<file path="src/include/panel_defines.svh">
`ifndef PANEL_DEFINES_SVH
`define PANEL_DEFINES_SVH

// panel geometry in pixels
`define PANEL_WIDTH 16
`define PANEL_HEIGHT 8

// one byte each for red, green and blue
`define BYTES_PER_PIXEL 3

`endif

</file>
<file path="src/hw/panel_cmd_pkg.sv">
`default_nettype none

package panel_cmd_pkg;

    typedef enum logic [7:0] {
        OP_FILL_PANEL = 8'h01,
        OP_SET_PIXEL = 8'h02
    } cmd_opcode_t;

    typedef enum logic {IDLE, BUSY} dispatch_state_t;

    typedef enum logic [2:0] {
        FILL_IDLE,
        FILL_CAPTURE,
        FILL_START,
        FILL_RUN,
        FILL_PREDONE,
        FILL_DONE
    } fill_state_t;

    typedef enum logic [2:0] {
        SP_IDLE,
        SP_ROW,
        SP_COLUMN,
        SP_COLOR,
        SP_WRITE,
        SP_DONE
    } setpixel_state_t;

endpackage

`default_nettype wire

</file>
<file path="src/hw/panel_types_pkg.sv">
`default_nettype none

`include "panel_defines.svh"

package panel_types_pkg;

    typedef logic [$clog2(`PANEL_HEIGHT)-1:0] row_t;
    typedef logic [$clog2(`PANEL_WIDTH)-1:0] column_t;

    // byte 0 of a pixel is the most significant colour byte (red)
    typedef logic [$clog2(`BYTES_PER_PIXEL)-1:0] pixel_sel_t;

    typedef logic [7:0] data_byte_t;
    typedef logic [(`BYTES_PER_PIXEL*8)-1:0] color_t;

endpackage

`default_nettype wire

</file>
<file path="src/hw/fb_port_if.sv">
`default_nettype none

// one access path to the frame buffer, an access happens on a rising edge with req and grant high
interface fb_port_if;
    logic req;
    logic grant;
    logic write_enable;
    panel_types_pkg::row_t row;
    panel_types_pkg::column_t column;
    panel_types_pkg::pixel_sel_t pixel;
    panel_types_pkg::data_byte_t data_out; // write data toward the memory
    panel_types_pkg::data_byte_t data_in;  // read data back from the memory

    modport requester (
        output req, write_enable, row, column, pixel, data_out,
        input grant, data_in
    );

    modport arbiter (
        input req, write_enable, row, column, pixel, data_out,
        output grant, data_in
    );

    modport memory (
        input req, write_enable, row, column, pixel, data_out,
        output grant, data_in
    );
endinterface

`default_nettype wire

</file>
<file path="src/hw/cmd_dispatch.sv">
`default_nettype none

module cmd_dispatch (
    input wire clk,
    input wire reset,
    input wire panel_types_pkg::data_byte_t data_in,
    input wire enable,
    output logic ready_for_data,
    output logic cmd_done,
    output logic fill_start,
    output logic setpixel_start,
    output logic byte_valid,
    output panel_types_pkg::data_byte_t byte_data,
    input wire fill_ready,
    input wire fill_done,
    input wire setpixel_ready,
    input wire setpixel_done
);
    panel_cmd_pkg::dispatch_state_t state;
    logic active_fill; // which engine owns the current command
    logic opcode_strobe;

    assign opcode_strobe = enable && (state == panel_cmd_pkg::IDLE);
    assign fill_start = opcode_strobe && (data_in == panel_cmd_pkg::OP_FILL_PANEL);
    assign setpixel_start = opcode_strobe && (data_in == panel_cmd_pkg::OP_SET_PIXEL);

    // payload bytes go to both engines, only the one that was started takes them
    assign byte_valid = enable && (state == panel_cmd_pkg::BUSY);
    assign byte_data = data_in;

    always_comb begin
        if (state == panel_cmd_pkg::IDLE) begin
            ready_for_data = 1'b1;
            cmd_done = 1'b0;
        end else begin
            ready_for_data = active_fill ? fill_ready : setpixel_ready;
            cmd_done = active_fill ? fill_done : setpixel_done;
        end
    end

    always_ff @(posedge clk, posedge reset) begin
        if (reset) begin
            state <= panel_cmd_pkg::IDLE;
            active_fill <= 1'b0;
        end else begin
            case (state)
                panel_cmd_pkg::IDLE: begin
                    if (fill_start || setpixel_start) begin // unknown opcodes are dropped here
                        state <= panel_cmd_pkg::BUSY;
                        active_fill <= fill_start;
                    end
                end
                panel_cmd_pkg::BUSY: begin
                    if (cmd_done) state <= panel_cmd_pkg::IDLE;
                end
                default: state <= panel_cmd_pkg::IDLE;
            endcase
        end
    end
endmodule

`default_nettype wire

</file>
<file path="src/hw/cmd_fillpanel.sv">
`default_nettype none

`include "panel_defines.svh"

module cmd_fillpanel (
    input wire clk,
    input wire reset,
    input wire start,
    input wire byte_valid,
    input wire panel_types_pkg::data_byte_t byte_data,
    output logic ready,
    output logic done,
    fb_port_if.requester fb
);
    panel_cmd_pkg::fill_state_t state;
    panel_types_pkg::color_t fill_color;
    panel_types_pkg::pixel_sel_t bytes_left;
    logic walker_enable;
    logic walker_done;
    logic local_reset; // returns the walker to the first pixel once a fill ends

    always_ff @(posedge clk, posedge reset) begin
        if (reset) begin
            state <= panel_cmd_pkg::FILL_IDLE;
            fill_color <= '0;
            bytes_left <= panel_types_pkg::pixel_sel_t'(`BYTES_PER_PIXEL - 1);
            ready <= 1'b1;
            done <= 1'b0;
            walker_enable <= 1'b0;
            local_reset <= 1'b0;
        end else begin
            case (state)
                panel_cmd_pkg::FILL_IDLE: begin
                    if (start) begin
                        state <= panel_cmd_pkg::FILL_CAPTURE;
                        bytes_left <= panel_types_pkg::pixel_sel_t'(`BYTES_PER_PIXEL - 1);
                    end
                end
                panel_cmd_pkg::FILL_CAPTURE: begin
                    if (byte_valid) begin
                        fill_color[bytes_left*8 +: 8] <= byte_data; // red arrives first
                        if (bytes_left == 0) begin
                            state <= panel_cmd_pkg::FILL_START;
                            ready <= 1'b0;
                        end else begin
                            bytes_left <= bytes_left - 1'b1;
                        end
                    end
                end
                panel_cmd_pkg::FILL_START: begin
                    walker_enable <= 1'b1;
                    state <= panel_cmd_pkg::FILL_RUN;
                end
                panel_cmd_pkg::FILL_RUN: begin
                    if (walker_done) begin
                        walker_enable <= 1'b0;
                        local_reset <= 1'b1;
                        state <= panel_cmd_pkg::FILL_PREDONE;
                    end
                end
                panel_cmd_pkg::FILL_PREDONE: begin
                    local_reset <= 1'b0;
                    done <= 1'b1;
                    state <= panel_cmd_pkg::FILL_DONE;
                end
                panel_cmd_pkg::FILL_DONE: begin
                    done <= 1'b0;
                    ready <= 1'b1;
                    fill_color <= '0;
                    state <= panel_cmd_pkg::FILL_IDLE;
                end
                default: state <= panel_cmd_pkg::FILL_IDLE;
            endcase
        end
    end

    fill_area_walker walker_i (
        .clk(clk),
        .reset(reset || local_reset),
        .enable(walker_enable),
        .color(fill_color),
        .done(walker_done),
        .fb(fb)
    );
endmodule

`default_nettype wire

</file>
<file path="src/hw/cmd_setpixel.sv">
`default_nettype none

`include "panel_defines.svh"

module cmd_setpixel (
    input wire clk,
    input wire reset,
    input wire start,
    input wire byte_valid,
    input wire panel_types_pkg::data_byte_t byte_data,
    output logic ready,
    output logic done,
    fb_port_if.requester fb
);
    panel_cmd_pkg::setpixel_state_t state;
    panel_types_pkg::row_t row_q;
    panel_types_pkg::column_t column_q;
    panel_types_pkg::pixel_sel_t pixel_q;
    panel_types_pkg::pixel_sel_t bytes_left;
    panel_types_pkg::color_t pixel_color;

    assign fb.req = (state == panel_cmd_pkg::SP_WRITE);
    assign fb.write_enable = 1'b1;
    assign fb.row = row_q;
    assign fb.column = column_q;
    assign fb.pixel = pixel_q;
    assign fb.data_out = pixel_color[(`BYTES_PER_PIXEL - 1 - pixel_q) * 8 +: 8];

    always_ff @(posedge clk, posedge reset) begin
        if (reset) begin
            state <= panel_cmd_pkg::SP_IDLE;
            ready <= 1'b1;
            done <= 1'b0;
            pixel_q <= '0;
            bytes_left <= '0;
        end else begin
            case (state)
                panel_cmd_pkg::SP_IDLE: begin
                    if (start) state <= panel_cmd_pkg::SP_ROW;
                end
                panel_cmd_pkg::SP_ROW: begin
                    if (byte_valid) state <= panel_cmd_pkg::SP_COLUMN;
                end
                panel_cmd_pkg::SP_COLUMN: begin
                    if (byte_valid) begin
                        state <= panel_cmd_pkg::SP_COLOR;
                        bytes_left <= panel_types_pkg::pixel_sel_t'(`BYTES_PER_PIXEL - 1);
                    end
                end
                panel_cmd_pkg::SP_COLOR: begin
                    if (byte_valid) begin
                        if (bytes_left == 0) begin
                            state <= panel_cmd_pkg::SP_WRITE;
                            ready <= 1'b0;
                            pixel_q <= '0;
                        end else begin
                            bytes_left <= bytes_left - 1'b1;
                        end
                    end
                end
                panel_cmd_pkg::SP_WRITE: begin
                    if (fb.grant) begin
                        if (pixel_q == panel_types_pkg::pixel_sel_t'(`BYTES_PER_PIXEL - 1)) begin
                            state <= panel_cmd_pkg::SP_DONE;
                            done <= 1'b1;
                        end else begin
                            pixel_q <= pixel_q + 1'b1;
                        end
                    end
                end
                panel_cmd_pkg::SP_DONE: begin
                    done <= 1'b0;
                    ready <= 1'b1;
                    state <= panel_cmd_pkg::SP_IDLE;
                end
                default: state <= panel_cmd_pkg::SP_IDLE;
            endcase
        end
    end

    // address and colour registers only load while their byte is expected
    always_ff @(posedge clk) begin
        if (byte_valid && state == panel_cmd_pkg::SP_ROW)
            row_q <= panel_types_pkg::row_t'(byte_data % `PANEL_HEIGHT); // wraps large rows
        if (byte_valid && state == panel_cmd_pkg::SP_COLUMN)
            column_q <= panel_types_pkg::column_t'(byte_data % `PANEL_WIDTH);
        if (byte_valid && state == panel_cmd_pkg::SP_COLOR)
            pixel_color[bytes_left*8 +: 8] <= byte_data;
    end
endmodule

`default_nettype wire

</file>
<file path="src/hw/fb_arbiter.sv">
`default_nettype none

module fb_arbiter (
    input wire clk,
    input wire reset,
    fb_port_if.arbiter rd_port,
    fb_port_if.arbiter set_port,
    fb_port_if.arbiter fill_port,
    fb_port_if.requester mem
);
    logic [2:0] read_owner; // one-hot {readback, setpixel, fill} of the read in flight

    // readback wins over set pixel, set pixel wins over fill
    assign rd_port.grant = rd_port.req && mem.grant;
    assign set_port.grant = set_port.req && !rd_port.req && mem.grant;
    assign fill_port.grant = fill_port.req && !rd_port.req && !set_port.req && mem.grant;

    assign mem.req = rd_port.req || set_port.req || fill_port.req;

    always_comb begin
        if (rd_port.req) begin
            mem.write_enable = rd_port.write_enable;
            mem.row = rd_port.row;
            mem.column = rd_port.column;
            mem.pixel = rd_port.pixel;
            mem.data_out = rd_port.data_out;
        end else if (set_port.req) begin
            mem.write_enable = set_port.write_enable;
            mem.row = set_port.row;
            mem.column = set_port.column;
            mem.pixel = set_port.pixel;
            mem.data_out = set_port.data_out;
        end else begin
            mem.write_enable = fill_port.write_enable;
            mem.row = fill_port.row;
            mem.column = fill_port.column;
            mem.pixel = fill_port.pixel;
            mem.data_out = fill_port.data_out;
        end
    end

    always_ff @(posedge clk, posedge reset) begin
        if (reset) begin
            read_owner <= '0;
        end else begin
            read_owner <= {rd_port.grant && !rd_port.write_enable,
                           set_port.grant && !set_port.write_enable,
                           fill_port.grant && !fill_port.write_enable};
        end
    end

    // read data shows up the cycle after the grant, so route it by the registered owner
    assign rd_port.data_in = read_owner[2] ? mem.data_in : '0;
    assign set_port.data_in = read_owner[1] ? mem.data_in : '0;
    assign fill_port.data_in = read_owner[0] ? mem.data_in : '0;
endmodule

`default_nettype wire

</file>
<file path="src/hw/fill_area_walker.sv">
`default_nettype none

`include "panel_defines.svh"

module fill_area_walker (
    input wire clk,
    input wire reset,
    input wire enable,
    input wire panel_types_pkg::color_t color,
    output logic done,
    fb_port_if.requester fb
);
    panel_types_pkg::row_t row_q;
    panel_types_pkg::column_t column_q;
    panel_types_pkg::pixel_sel_t pixel_q;
    logic last_pixel_byte;
    logic last_column;
    logic last_row;

    assign last_pixel_byte = (pixel_q == panel_types_pkg::pixel_sel_t'(`BYTES_PER_PIXEL - 1));
    assign last_column = (column_q == panel_types_pkg::column_t'(`PANEL_WIDTH - 1));
    assign last_row = (row_q == panel_types_pkg::row_t'(`PANEL_HEIGHT - 1));

    assign fb.req = enable && !done;
    assign fb.write_enable = 1'b1;
    assign fb.row = row_q;
    assign fb.column = column_q;
    assign fb.pixel = pixel_q;
    // select 0 picks the top byte of the colour
    assign fb.data_out = color[(`BYTES_PER_PIXEL - 1 - pixel_q) * 8 +: 8];

    always_ff @(posedge clk, posedge reset) begin
        if (reset) begin
            row_q <= '0;
            column_q <= '0;
            pixel_q <= '0;
            done <= 1'b0;
        end else if (fb.req && fb.grant) begin // counters hold while another port has the memory
            if (!last_pixel_byte) begin
                pixel_q <= pixel_q + 1'b1;
            end else begin
                pixel_q <= '0;
                if (!last_column) begin
                    column_q <= column_q + 1'b1;
                end else begin
                    column_q <= '0;
                    if (last_row) begin
                        done <= 1'b1;
                    end else begin
                        row_q <= row_q + 1'b1;
                    end
                end
            end
        end
    end
endmodule

`default_nettype wire

</file>
<file path="src/hw/frame_buffer.sv">
`default_nettype none

`include "panel_defines.svh"

module frame_buffer (
    input wire clk,
    fb_port_if.memory mem
);
    logic [7:0] store [`PANEL_HEIGHT][`PANEL_WIDTH][`BYTES_PER_PIXEL];
    logic access;

    // single port with no wait states, every request is served at once
    assign mem.grant = mem.req;
    assign access = mem.req && mem.grant;

    always_ff @(posedge clk) begin
        if (access) begin
            if (mem.write_enable) begin
                store[mem.row][mem.column][mem.pixel] <= mem.data_out;
            end else begin
                mem.data_in <= store[mem.row][mem.column][mem.pixel];
            end
        end
    end
endmodule

`default_nettype wire

</file>
<file path="src/hw/panel_ctrl_top.sv">
`default_nettype none

module panel_ctrl_top (
    input wire clk,
    input wire reset,
    input wire panel_types_pkg::data_byte_t data_in,
    input wire enable,
    input wire rd_req,
    input wire panel_types_pkg::row_t rd_row,
    input wire panel_types_pkg::column_t rd_column,
    input wire panel_types_pkg::pixel_sel_t rd_pixel,
    output logic ready_for_data,
    output logic cmd_done,
    output logic rd_valid,
    output panel_types_pkg::data_byte_t rd_data
);
    logic fill_start;
    logic setpixel_start;
    logic byte_valid;
    panel_types_pkg::data_byte_t byte_data;
    logic fill_ready;
    logic fill_done;
    logic setpixel_ready;
    logic setpixel_done;

    fb_port_if rd_if ();
    fb_port_if set_if ();
    fb_port_if fill_if ();
    fb_port_if mem_if ();

    // the request drops while rd_valid is up so one host request gives one read
    assign rd_if.req = rd_req && !rd_valid;
    assign rd_if.write_enable = 1'b0;
    assign rd_if.row = rd_row;
    assign rd_if.column = rd_column;
    assign rd_if.pixel = rd_pixel;
    assign rd_if.data_out = '0;
    assign rd_data = rd_if.data_in;

    always_ff @(posedge clk, posedge reset) begin
        if (reset) rd_valid <= 1'b0;
        else rd_valid <= rd_if.grant;
    end

    cmd_dispatch dispatch_i (
        .clk(clk),
        .reset(reset),
        .data_in(data_in),
        .enable(enable),
        .ready_for_data(ready_for_data),
        .cmd_done(cmd_done),
        .fill_start(fill_start),
        .setpixel_start(setpixel_start),
        .byte_valid(byte_valid),
        .byte_data(byte_data),
        .fill_ready(fill_ready),
        .fill_done(fill_done),
        .setpixel_ready(setpixel_ready),
        .setpixel_done(setpixel_done)
    );

    cmd_fillpanel fillpanel_i (
        .clk(clk),
        .reset(reset),
        .start(fill_start),
        .byte_valid(byte_valid),
        .byte_data(byte_data),
        .ready(fill_ready),
        .done(fill_done),
        .fb(fill_if.requester)
    );

    cmd_setpixel setpixel_i (
        .clk(clk),
        .reset(reset),
        .start(setpixel_start),
        .byte_valid(byte_valid),
        .byte_data(byte_data),
        .ready(setpixel_ready),
        .done(setpixel_done),
        .fb(set_if.requester)
    );

    fb_arbiter arbiter_i (
        .clk(clk),
        .reset(reset),
        .rd_port(rd_if.arbiter),
        .set_port(set_if.arbiter),
        .fill_port(fill_if.arbiter),
        .mem(mem_if.requester)
    );

    frame_buffer frame_buffer_i (
        .clk(clk),
        .mem(mem_if.memory)
    );
endmodule

`default_nettype wire

</file>
<file path="config.mk">
export PLATFORM = sky130hd
export DESIGN_NAME = panel_ctrl_top
export DESIGN_NICKNAME = d
export VERILOG_FILES = /design/src/hw/panel_cmd_pkg.sv /design/src/hw/panel_types_pkg.sv /design/src/hw/fb_port_if.sv /design/src/hw/cmd_dispatch.sv /design/src/hw/cmd_fillpanel.sv /design/src/hw/cmd_setpixel.sv /design/src/hw/fb_arbiter.sv /design/src/hw/fill_area_walker.sv /design/src/hw/frame_buffer.sv /design/src/hw/panel_ctrl_top.sv
export VERILOG_INCLUDE_DIRS = /design/src /design/src/include
export SDC_FILE = /design/constraint.sdc
export NUM_CORES = 2
export LEC_CHECK = 0
export ABC_AREA = 1
export ABC_CLOCK_PERIOD_IN_PS = 2400
export BUFFER_PORTS_ARGS = -buffer_cell sky130_fd_sc_hd__clkbuf_2
export CORE_MARGIN = 2
export CORE_UTILIZATION = 45
export CTS_CLUSTER_DIAMETER = 200
export DETAILED_ROUTE_END_ITERATION = 10
export GPL_TIMING_DRIVEN = 1
export MAX_ROUTING_LAYER = met4
export PLACE_DENSITY = 0.57
export SLEW_MARGIN = 0
export SYNTH_ARGS = -nofsm -noshare
export SYNTH_HDL_FRONTEND = slang
export SYNTH_SLANG_ARGS = --single-unit
export TNS_END_PERCENT = 20
</file>
<file path="constraint.sdc">
create_clock -name clk -period 2.4 [get_ports clk]
set_input_delay 0.24 -clock clk [delete_from_list [all_inputs] [get_ports clk]]
set_output_delay 0.24 -clock clk [all_outputs]
set_load 0.01 [all_outputs]
</file>
# Yosys cells after proc, flatten, opt, wreduce, memory -nomap -nowiden

Memory sizes are Yosys's and may differ from the RTL's.
Index checks and enable logic that the tools add are counted.

Mux-type cells: 75
$add $sub $neg: 10
Equality and inequality tests: 30
Order comparisons: 4
Shift-type cells: 6
Bitwise logic cells: 4
Reductions and logical operators: 55

Operator list:

| kind                                                                    | number |
|---|---|
| 384-bit 2-to-1 mux                                                      | 1 |
| 24-bit binary-select mux with 4-bit select                              | 1 |
| 24-bit demux with 4-bit select                                          | 1 |
| 24-bit 2-to-1 mux                                                       | 4 |
| 5-bit negator with 34-bit output                                        | 2 |
| 8-bit by 34-bit variable shift with 24-bit output, first input constant | 2 |
| 8-bit by 34-bit variable part select with 24-bit output                 | 2 |
| 24-bit by 33-bit variable part select with 8-bit output                 | 2 |
| 24-bit bitwise mux                                                      | 2 |
| 8-bit 2-to-1 mux                                                        | 6 |
| 24-bit one-hot mux with 2 select lines                                  | 1 |
| 3-bit 2-to-1 mux                                                        | 13 |
| 3-bit one-hot mux with 5 select lines                                   | 2 |
| 2-bit 2-to-1 mux                                                        | 13 |
| 4-bit AND reduction                                                     | 5 |
| 1-bit logical AND                                                       | 18 |
| 2-bit nonzero test                                                      | 9 |
| 8-bit binary-select mux with 2-bit select                               | 1 |
| 8-bit demux with 2-bit select                                           | 1 |
| 1-bit 2-to-1 mux                                                        | 16 |
| 2-bit inequality test, second input constant                            | 8 |
| 3-bit equality test, second input constant                              | 5 |
| 1-bit one-hot mux with 2 select lines                                   | 7 |
| 3-bit by 2-bit equality test with 1-bit output, second input constant   | 4 |
| other kinds (28)                                                        | 58 |

Bits in writable memories: 3,072
Logic and storage cells: 208
Output and inout bits: 11
Memories: 1
Flip-flop bits (word level): 94
Bits of input ports: 21

Memory list:

| memory               | depth | bits a word | read ports | clocked after memory_dff | wr ports | RTL line          | RTL |
|---|---|---|---|---|---|---|---|
| frame_buffer_i.store | 8     | 384         | 1          | 0                        | 1        | frame_buffer.sv:9 | `` logic [7:0] store [`PANEL_HEIGHT][`PANEL_WIDTH][`BYTES_PER_PIXEL]; `` |

# Longest topological paths before layout

Depth after elaboration: 11
Depth in mapped cells: 23
Depth with buffers taken out: 19

# Modules after synthesis

From an unflattened synthesis, not the netlist that was laid out.

Cells, all modules: 13,202
Area total of the unflattened synthesis: 136,867.5 um^2

By module, submodules not included:

| module           | seq. area each (um^2) | instances | area an instance (um^2) | cells an instance |
|---|---|---|---|---|
| frame_buffer     | 92,488.7              | 1         | 131,225.9               | 12,461 |
| cmd_setpixel     | 1,157.4               | 1         | 2,005.7                 | 216 |
| cmd_fillpanel    | 828.3                 | 1         | 1,767.9                 | 217 |
| fill_area_walker | 250.2                 | 1         | 802.0                   | 109 |
| fb_arbiter       | 75.1                  | 1         | 733.2                   | 149 |
| cmd_dispatch     | 50.0                  | 1         | 290.3                   | 45 |
| panel_ctrl_top   | 25.0                  | 1         | 42.5                    | 5 |

# Worst setup path after synthesis

No wires, ideal clock.

Path kind: register to register
From: register fillpanel_i.walker_i.pixel_q[0] (netlist: fillpanel_i.walker_i.fb.pixel[0])
To: memory frame_buffer_i.store[0][107] (netlist name), data pin
Cell stages (with the launch flop): 6
Path buffers: 0
Clock period less this slack: 26,680 ps
Data required time: -1,930 ps
Data arrival time: 22,350 ps
Setup slack: -24,280 ps
Setup time: 4,330 ps
Cell sequence: dfrtp_1 clkinv_1 ha_1 o21ai_0 a21oi_1 o41ai_1

Cells in the longest elaborated chain, start to end: 4

Ends and longest elaborated chain:

| what                                                    | RTL line               | RTL |
|---|---|---|
| start, declared                                         | fill_area_walker.sv:15 | `panel_types_pkg::pixel_sel_t pixel_q;` |
| start signal, assigned                                  | fill_area_walker.sv:40 | `pixel_q <= pixel_q + 1'b1;` |
| 2-bit by 2-bit subtractor with 3-bit output (no line)   | --                     |  |
| 24-bit by 33-bit variable part select with 8-bit output | fill_area_walker.sv:30 | `` assign fb.data_out = color[(`BYTES_PER_PIXEL - 1 - pixel_q) * 8 +: 8]; `` |
| 8-bit 2-to-1 mux                                        | fb_arbiter.sv:27       | `end else if (set_port.req) begin` |
| 8-bit 2-to-1 mux                                        | fb_arbiter.sv:21       | `if (rd_port.req) begin` |
| named net arbiter_i.mem.data_out[3]                     | fb_port_if.sv:15       | `output req, write_enable, row, column, pixel, data_out,` |
| end, declared                                           | frame_buffer.sv:9      |  |

The timed path passes the listed nets, and every way through them passes these cells.

==> impl_metrics.xml <==
<?xml version="1.0" encoding="UTF-8"?>
<metrics>
  <group name="final_layout">
    <metric name="syn2layout_area_growth" unit="%">21.67</metric>
    <metric name="final_nets" unit="">14360</metric>
    <metric name="layout-drive-gt1-share" unit="%">15.07</metric>
    <metric name="final.fill_count" unit="">25640</metric>
    <metric name="finish.utilization" unit="%">55.01</metric>
    <metric name="finalInstanceArea" unit="mm^2">0.1664</metric>
  </group>
  <group name="timing">
    <metric name="worst_pin_slew" unit="ps">1009</metric>
    <metric name="setup-tns-final" unit="ps">-2022920</metric>
    <metric name="final-hold-violation-count" unit="">0</metric>
    <metric name="max_slew_margin" unit="%">32.63</metric>
    <metric name="slew_viol_final" unit="">0</metric>
    <metric name="min_setup_slack_post_route" unit="ps">-933.8</metric>
    <metric name="rsz0062_at_grt" unit="">yes</metric>
    <metric name="fin_worst_skew" unit="ps">59.54</metric>
    <metric name="max_freq" unit="MHz">300.0</metric>
    <metric name="report.final.setup_viol" unit="">5149</metric>
    <metric name="min_period_over_period" unit="%">138.9</metric>
    <metric name="layout_min_cycle_time" unit="ps">3334</metric>
  </group>
  <group name="detailed_routing">
    <metric name="vias_per_cell" unit="">5.301</metric>
    <metric name="vias" unit="">98450</metric>
    <metric name="drt_pass1_iterations" unit="">7</metric>
    <metric name="drt_iter0_drc" unit="">10510</metric>
    <metric name="route.antenna.remaining_nets" unit="">0</metric>
    <metric name="routed_wire_length_per_instance" unit="um">22.11</metric>
    <metric name="remaining_drc_errors" unit="">0</metric>
    <metric name="postRouteWirelength" unit="um">410700</metric>
  </group>
  <group name="clock_network">
    <metric name="number_of_buffers_created_by_cts" unit="">342</metric>
    <metric name="clock_latency_on_the_worst_skew_pair" unit="ps">940</metric>
    <metric name="htreeDepth" unit="">5</metric>
    <metric name="clkSlewWorstSetupHoldPaths" unit="ps">60</metric>
    <metric name="max-clock-path-buffers" unit="">4</metric>
    <metric name="clk_root_buffer_cell" unit="">clkbuf_16</metric>
    <metric name="clock-sinks" unit="">3166</metric>
    <metric name="cts_tree" unit="">built</metric>
  </group>
  <group name="place">
    <metric name="pre_cts_slack" unit="ps">-1351</metric>
    <metric name="placed_area" unit="mm^2">0.1519</metric>
    <metric name="place_congestion" unit="">0.9221</metric>
    <metric name="detailed_place_hpwl" unit="um">261300</metric>
    <metric name="port-buffer-count" unit="">31</metric>
  </group>
  <group name="logic_synthesis">
    <metric name="yosysSeqAreaShare" unit="%">69.30</metric>
    <metric name="synth_mux_area_share" unit="%">0.01463</metric>
    <metric name="postSynthCellCount" unit="">13310</metric>
    <metric name="synth.most_common_cell" unit="">nand2_1</metric>
    <metric name="synth-edff-count" unit="">3111</metric>
    <metric name="post_synth_fa_ha_maj_area_fraction" unit="%">0.1555</metric>
    <metric name="synth-compound-area-share" unit="%">2.201</metric>
    <metric name="yosys.area.top_type_share" unit="%">68.29</metric>
    <metric name="synth.top_cells.by_count" unit="">5499 x nand2_1, 3111 x edfxtp_1, 1263 x inv_1</metric>
    <metric name="yosys_register_bits" unit="">3166</metric>
    <metric name="post_synth_and_or_nand_nor_area_fraction" unit="%">22.31</metric>
    <metric name="synth_cell_types" unit="">51</metric>
    <metric name="ys_warn_count" unit="">0</metric>
    <metric name="synth_top_family_by_area" unit="">simple AND/OR/NAND/NOR gates</metric>
    <metric name="share_of_the_synthesized_netlist_area_taken_by_xor_and_xnor_gates" unit="%">0.01281</metric>
    <metric name="cell_area_after_synthesis" unit="mm^2">0.1368</metric>
    <metric name="syn-mean-instance-area" unit="um^2">10.28</metric>
    <metric name="synth_top_cells_by_area" unit="">edfxtp_1 68%, nand2_1 15%, inv_1 3.5%</metric>
    <metric name="ys.flop_type" unit="">edfxtp_1</metric>
    <metric name="asyncSetResetFlopFracSynth" unit="%">1.737</metric>
    <metric name="total_nets_after_synthesis" unit="">13350</metric>
    <metric name="synth_area_leader_cell" unit="">edfxtp_1</metric>
  </group>
  <group name="setup_path">
    <metric name="crit_path_top_delay_cell" unit="">dfrtp_1</metric>
    <metric name="ordered_cell_list_for_the_critical_path" unit="">inv_2 -&gt; nand2_4 -&gt; or2_4 -&gt; nand3_4 -&gt; buf_12 -&gt; buf_4 -&gt; buf_12 -&gt; buf_4 -&gt; nand2_1 -&gt; nand3_1 -&gt; nand2_1 -&gt; o21ai_2 -&gt; nand2_1 -&gt; nor2_2 -&gt; nor2_2 -&gt; nor2_2 -&gt; nand2_2 -&gt; nand2_1 -&gt; nand3_1</metric>
    <metric name="worst-r2r-cell-count" unit="">19</metric>
    <metric name="setup.reg_to_reg.worst_slack" unit="ps">-930</metric>
    <metric name="worst_setup_start_kind" unit="">register</metric>
    <metric name="data_arrival_at_the_endpoint_of_the_critical_path" unit="ps">4010</metric>
    <metric name="max_stage_delay" unit="ps">390</metric>
    <metric name="worstPathMaxFanout" unit="">28</metric>
    <metric name="worst-endpoint-required" unit="ps">3080</metric>
    <metric name="timing.critical_path.to_type" unit="">register</metric>
    <metric name="r2r_start" unit="">arbiter_i.read_owner[2]</metric>
    <metric name="crit-reg2reg-capture" unit="">frame_buffer_i.mem.data_in[3]</metric>
    <metric name="most_common_cell_type_on_the_critical_path" unit="">nand2_1</metric>
    <metric name="critical_path_class" unit="">register to register</metric>
  </group>
  <group name="pwr">
    <metric name="peakVddDrop" unit="V">0.0006286</metric>
    <metric name="power.switching_fraction" unit="%">27.96</metric>
    <metric name="power_frac_seq" unit="%">45.3</metric>
    <metric name="power.share.clock" unit="%">36.7</metric>
    <metric name="power.combinational.fraction" unit="%">18.1</metric>
    <metric name="design_power_total" unit="mW">141.3</metric>
    <metric name="cellLeakagePower" unit="nW">69.72</metric>
    <metric name="internal_power" unit="mW">101.8</metric>
    <metric name="pwr_density_cell" unit="mW/mm^2">848.8</metric>
    <metric name="net_switching_power" unit="mW">39.51</metric>
  </group>
  <group name="run">
    <metric name="max_cap_viols" unit="">0</metric>
  </group>
  <group name="grt">
    <metric name="first_global_vias" unit="">93910</metric>
    <metric name="gr-usage-all-layers" unit="%">26.82</metric>
    <metric name="globalRoute.totalOverflow" unit="">0</metric>
    <metric name="grt_max_degree" unit="">129</metric>
    <metric name="number_of_antenna_violations_at_the_first_check_in_global_routing" unit="">8</metric>
    <metric name="grt_first_pass_wirelength" unit="um">606600</metric>
  </group>
  <group name="floorplanning">
    <metric name="io-pin-count" unit="">32</metric>
    <metric name="core_region_area" unit="mm^2">0.3025</metric>
    <metric name="die_area" unit="mm^2">0.3084</metric>
    <metric name="placementRows" unit="">202</metric>
    <metric name="initial_core_util" unit="%">45.21</metric>
    <metric name="die-width" unit="um">555.3</metric>
    <metric name="die_height" unit="um">555.3</metric>
  </group>
  <group name="status">
    <metric name="failed_checks" unit="">negative setup slack</metric>
    <metric name="outcome" unit="">finished, violations left</metric>
  </group>
  <group name="hold_path">
    <metric name="worst_hold_path_type" unit="">primary input to async pin</metric>
  </group>
</metrics>
[through the flow]
| stage | hold slack (ps) | std cells |
|---|---|---|
| global placement | 474.0 | 17840 |
| global route | 119.2 | 18570 |
| detailed placement | 477.8 | 17840 |
| CTS | 56.62 | 18540 |
| floorplan | 248.7 | 13310 |
| finish | 116.4 | 18570 |
[per-layer routing]
metal | share of wire, % | vias to the layer above | global-route usage, %
li1 | - | 45910 | -
met1 | 43 | 48040 | 37.48
met2 | 46 | 3842 | 41.32
met3 | 7.7 | 660 | 3.313
met4 | 3.2 | 0 | 7.776
met5 | 0 | - | -
[power groups by stage]
stage	Clock, mW	Sequential, mW	Combinational [mW]
final	51.8	64.0	25.5
after global routing	54.6	63.9	27.2
after CTS	52.6	63.9	24.7
after detailed placement	0	65.1	23.4
after global placement	0	65.1	23.2
after floorplan	0	66.1	10.9
[worst max-delay path: cells and delay by family, from the launching register on]
family / cells / cell delay (ps)
simple gates: 13 / 1580
compound gates: 1 / 210
flops: 1 / 390
buf+inv: 5 / 830
[registers in the layout, indices dropped and copies added, names as in the netlist, 2 cells and up]
register                        count
setpixel_i.fb.column                4
frame_buffer_i.mem.data_in          8
frame_buffer_i.store             3072
fillpanel_i.state                   3
fillpanel_i.walker_i.fb.column      4
fillpanel_i.bytes_left              2
setpixel_i.pixel_color             24
setpixel_i.fb.row                   3
setpixel_i.fb.pixel                 2
fillpanel_i.walker_i.fb.row         3
setpixel_i.bytes_left               2
fillpanel_i.walker_i.fb.pixel       2
setpixel_i.state                    3
fillpanel_i.fill_color             24
[cells in the final DEF, fill, tap and decap left out, drive strengths merged, types with 2 or more instances in the layout]
cell / instances
a21o: 3
a21oi: 25
a221oi: 4
a31oi: 3
buf: 1333
bufbuf: 13
bufinv: 28
clkbuf: 486
clkinv: 134
clkinvlp: 11
dfrtp: 52
dfstp: 3
diode: 3
dlygate4sd3: 10
edfxtp: 3111
ha: 17
inv: 1287
mux2i: 2
nand2: 5502
nand3: 731
nand4: 438
nor2: 832
nor3: 15
nor4: 2
o2111ai: 4
o211ai: 53
o21a: 2
o21ai: 439
o22ai: 12
o31ai: 2
or2: 27
[repair_timing]
action | 4_1_cts | 5_1_grt
pin swaps | 48 | 18
endpoints found under the hold margin | 113 | 0
resized for setup | 332 | 183
gates cloned | 27 | 19
endpoints found under the setup margin | 5611 | 6012
hold buffers | 10 | 0
buffers inserted | 42 | 17
[cells by family (layout without fill, tap and decap cells)]
kind of cell | after synthesis | count (layout)
AO/OA/AOI/OAI | 555 | 555
XOR/XNOR | 2 | 2
adder cells (fa/ha/maj) | 17 | 17
buffers and inverters | 2017 | 3302
flip-flops | 3166 | 3166
multiplexers | 2 | 2
other | 0 | 3
AND/OR/NAND/NOR | 7549 | 7549
[worst max path at each step]
| stage | start | end | slack (ps) | cells past startpoint |
|---|---|---|---|---|
| after global placement | setpixel_i.state[0] | frame_buffer_i.mem.data_in[7] | -1370 | 20 |
| after CTS | arbiter_i.read_owner[2] | frame_buffer_i.mem.data_in[4] | -880 | 20 |
| after floorplan | fillpanel_i.walker_i.fb.pixel[0] | frame_buffer_i.store[0][107] | -6640 | 4 |
| after detailed placement | setpixel_i.state[0] | frame_buffer_i.mem.data_in[7] | -1350 | 20 |
| final | arbiter_i.read_owner[2] | frame_buffer_i.mem.data_in[3] | -930 | 19 |
| after global routing | setpixel_i.state[1] | frame_buffer_i.mem.data_in[7] | -1040 | 21 |
[final cells by class]
cell class	count	area [um^2]	share of cell area (%)
diodes	3	7.507	0.004511
clock buffers	435	9002	5.409
clock inverters	183	1902	1.143
inverters	1277	4875	2.929
multi-input cells	8125	34970	21.01
flip-flops and latches	3166	94800	56.96
well taps	3978	4977	2.990
repair buffers	1407	15900	9.554
No activity file was read; power rests on OpenSTA's default activity.
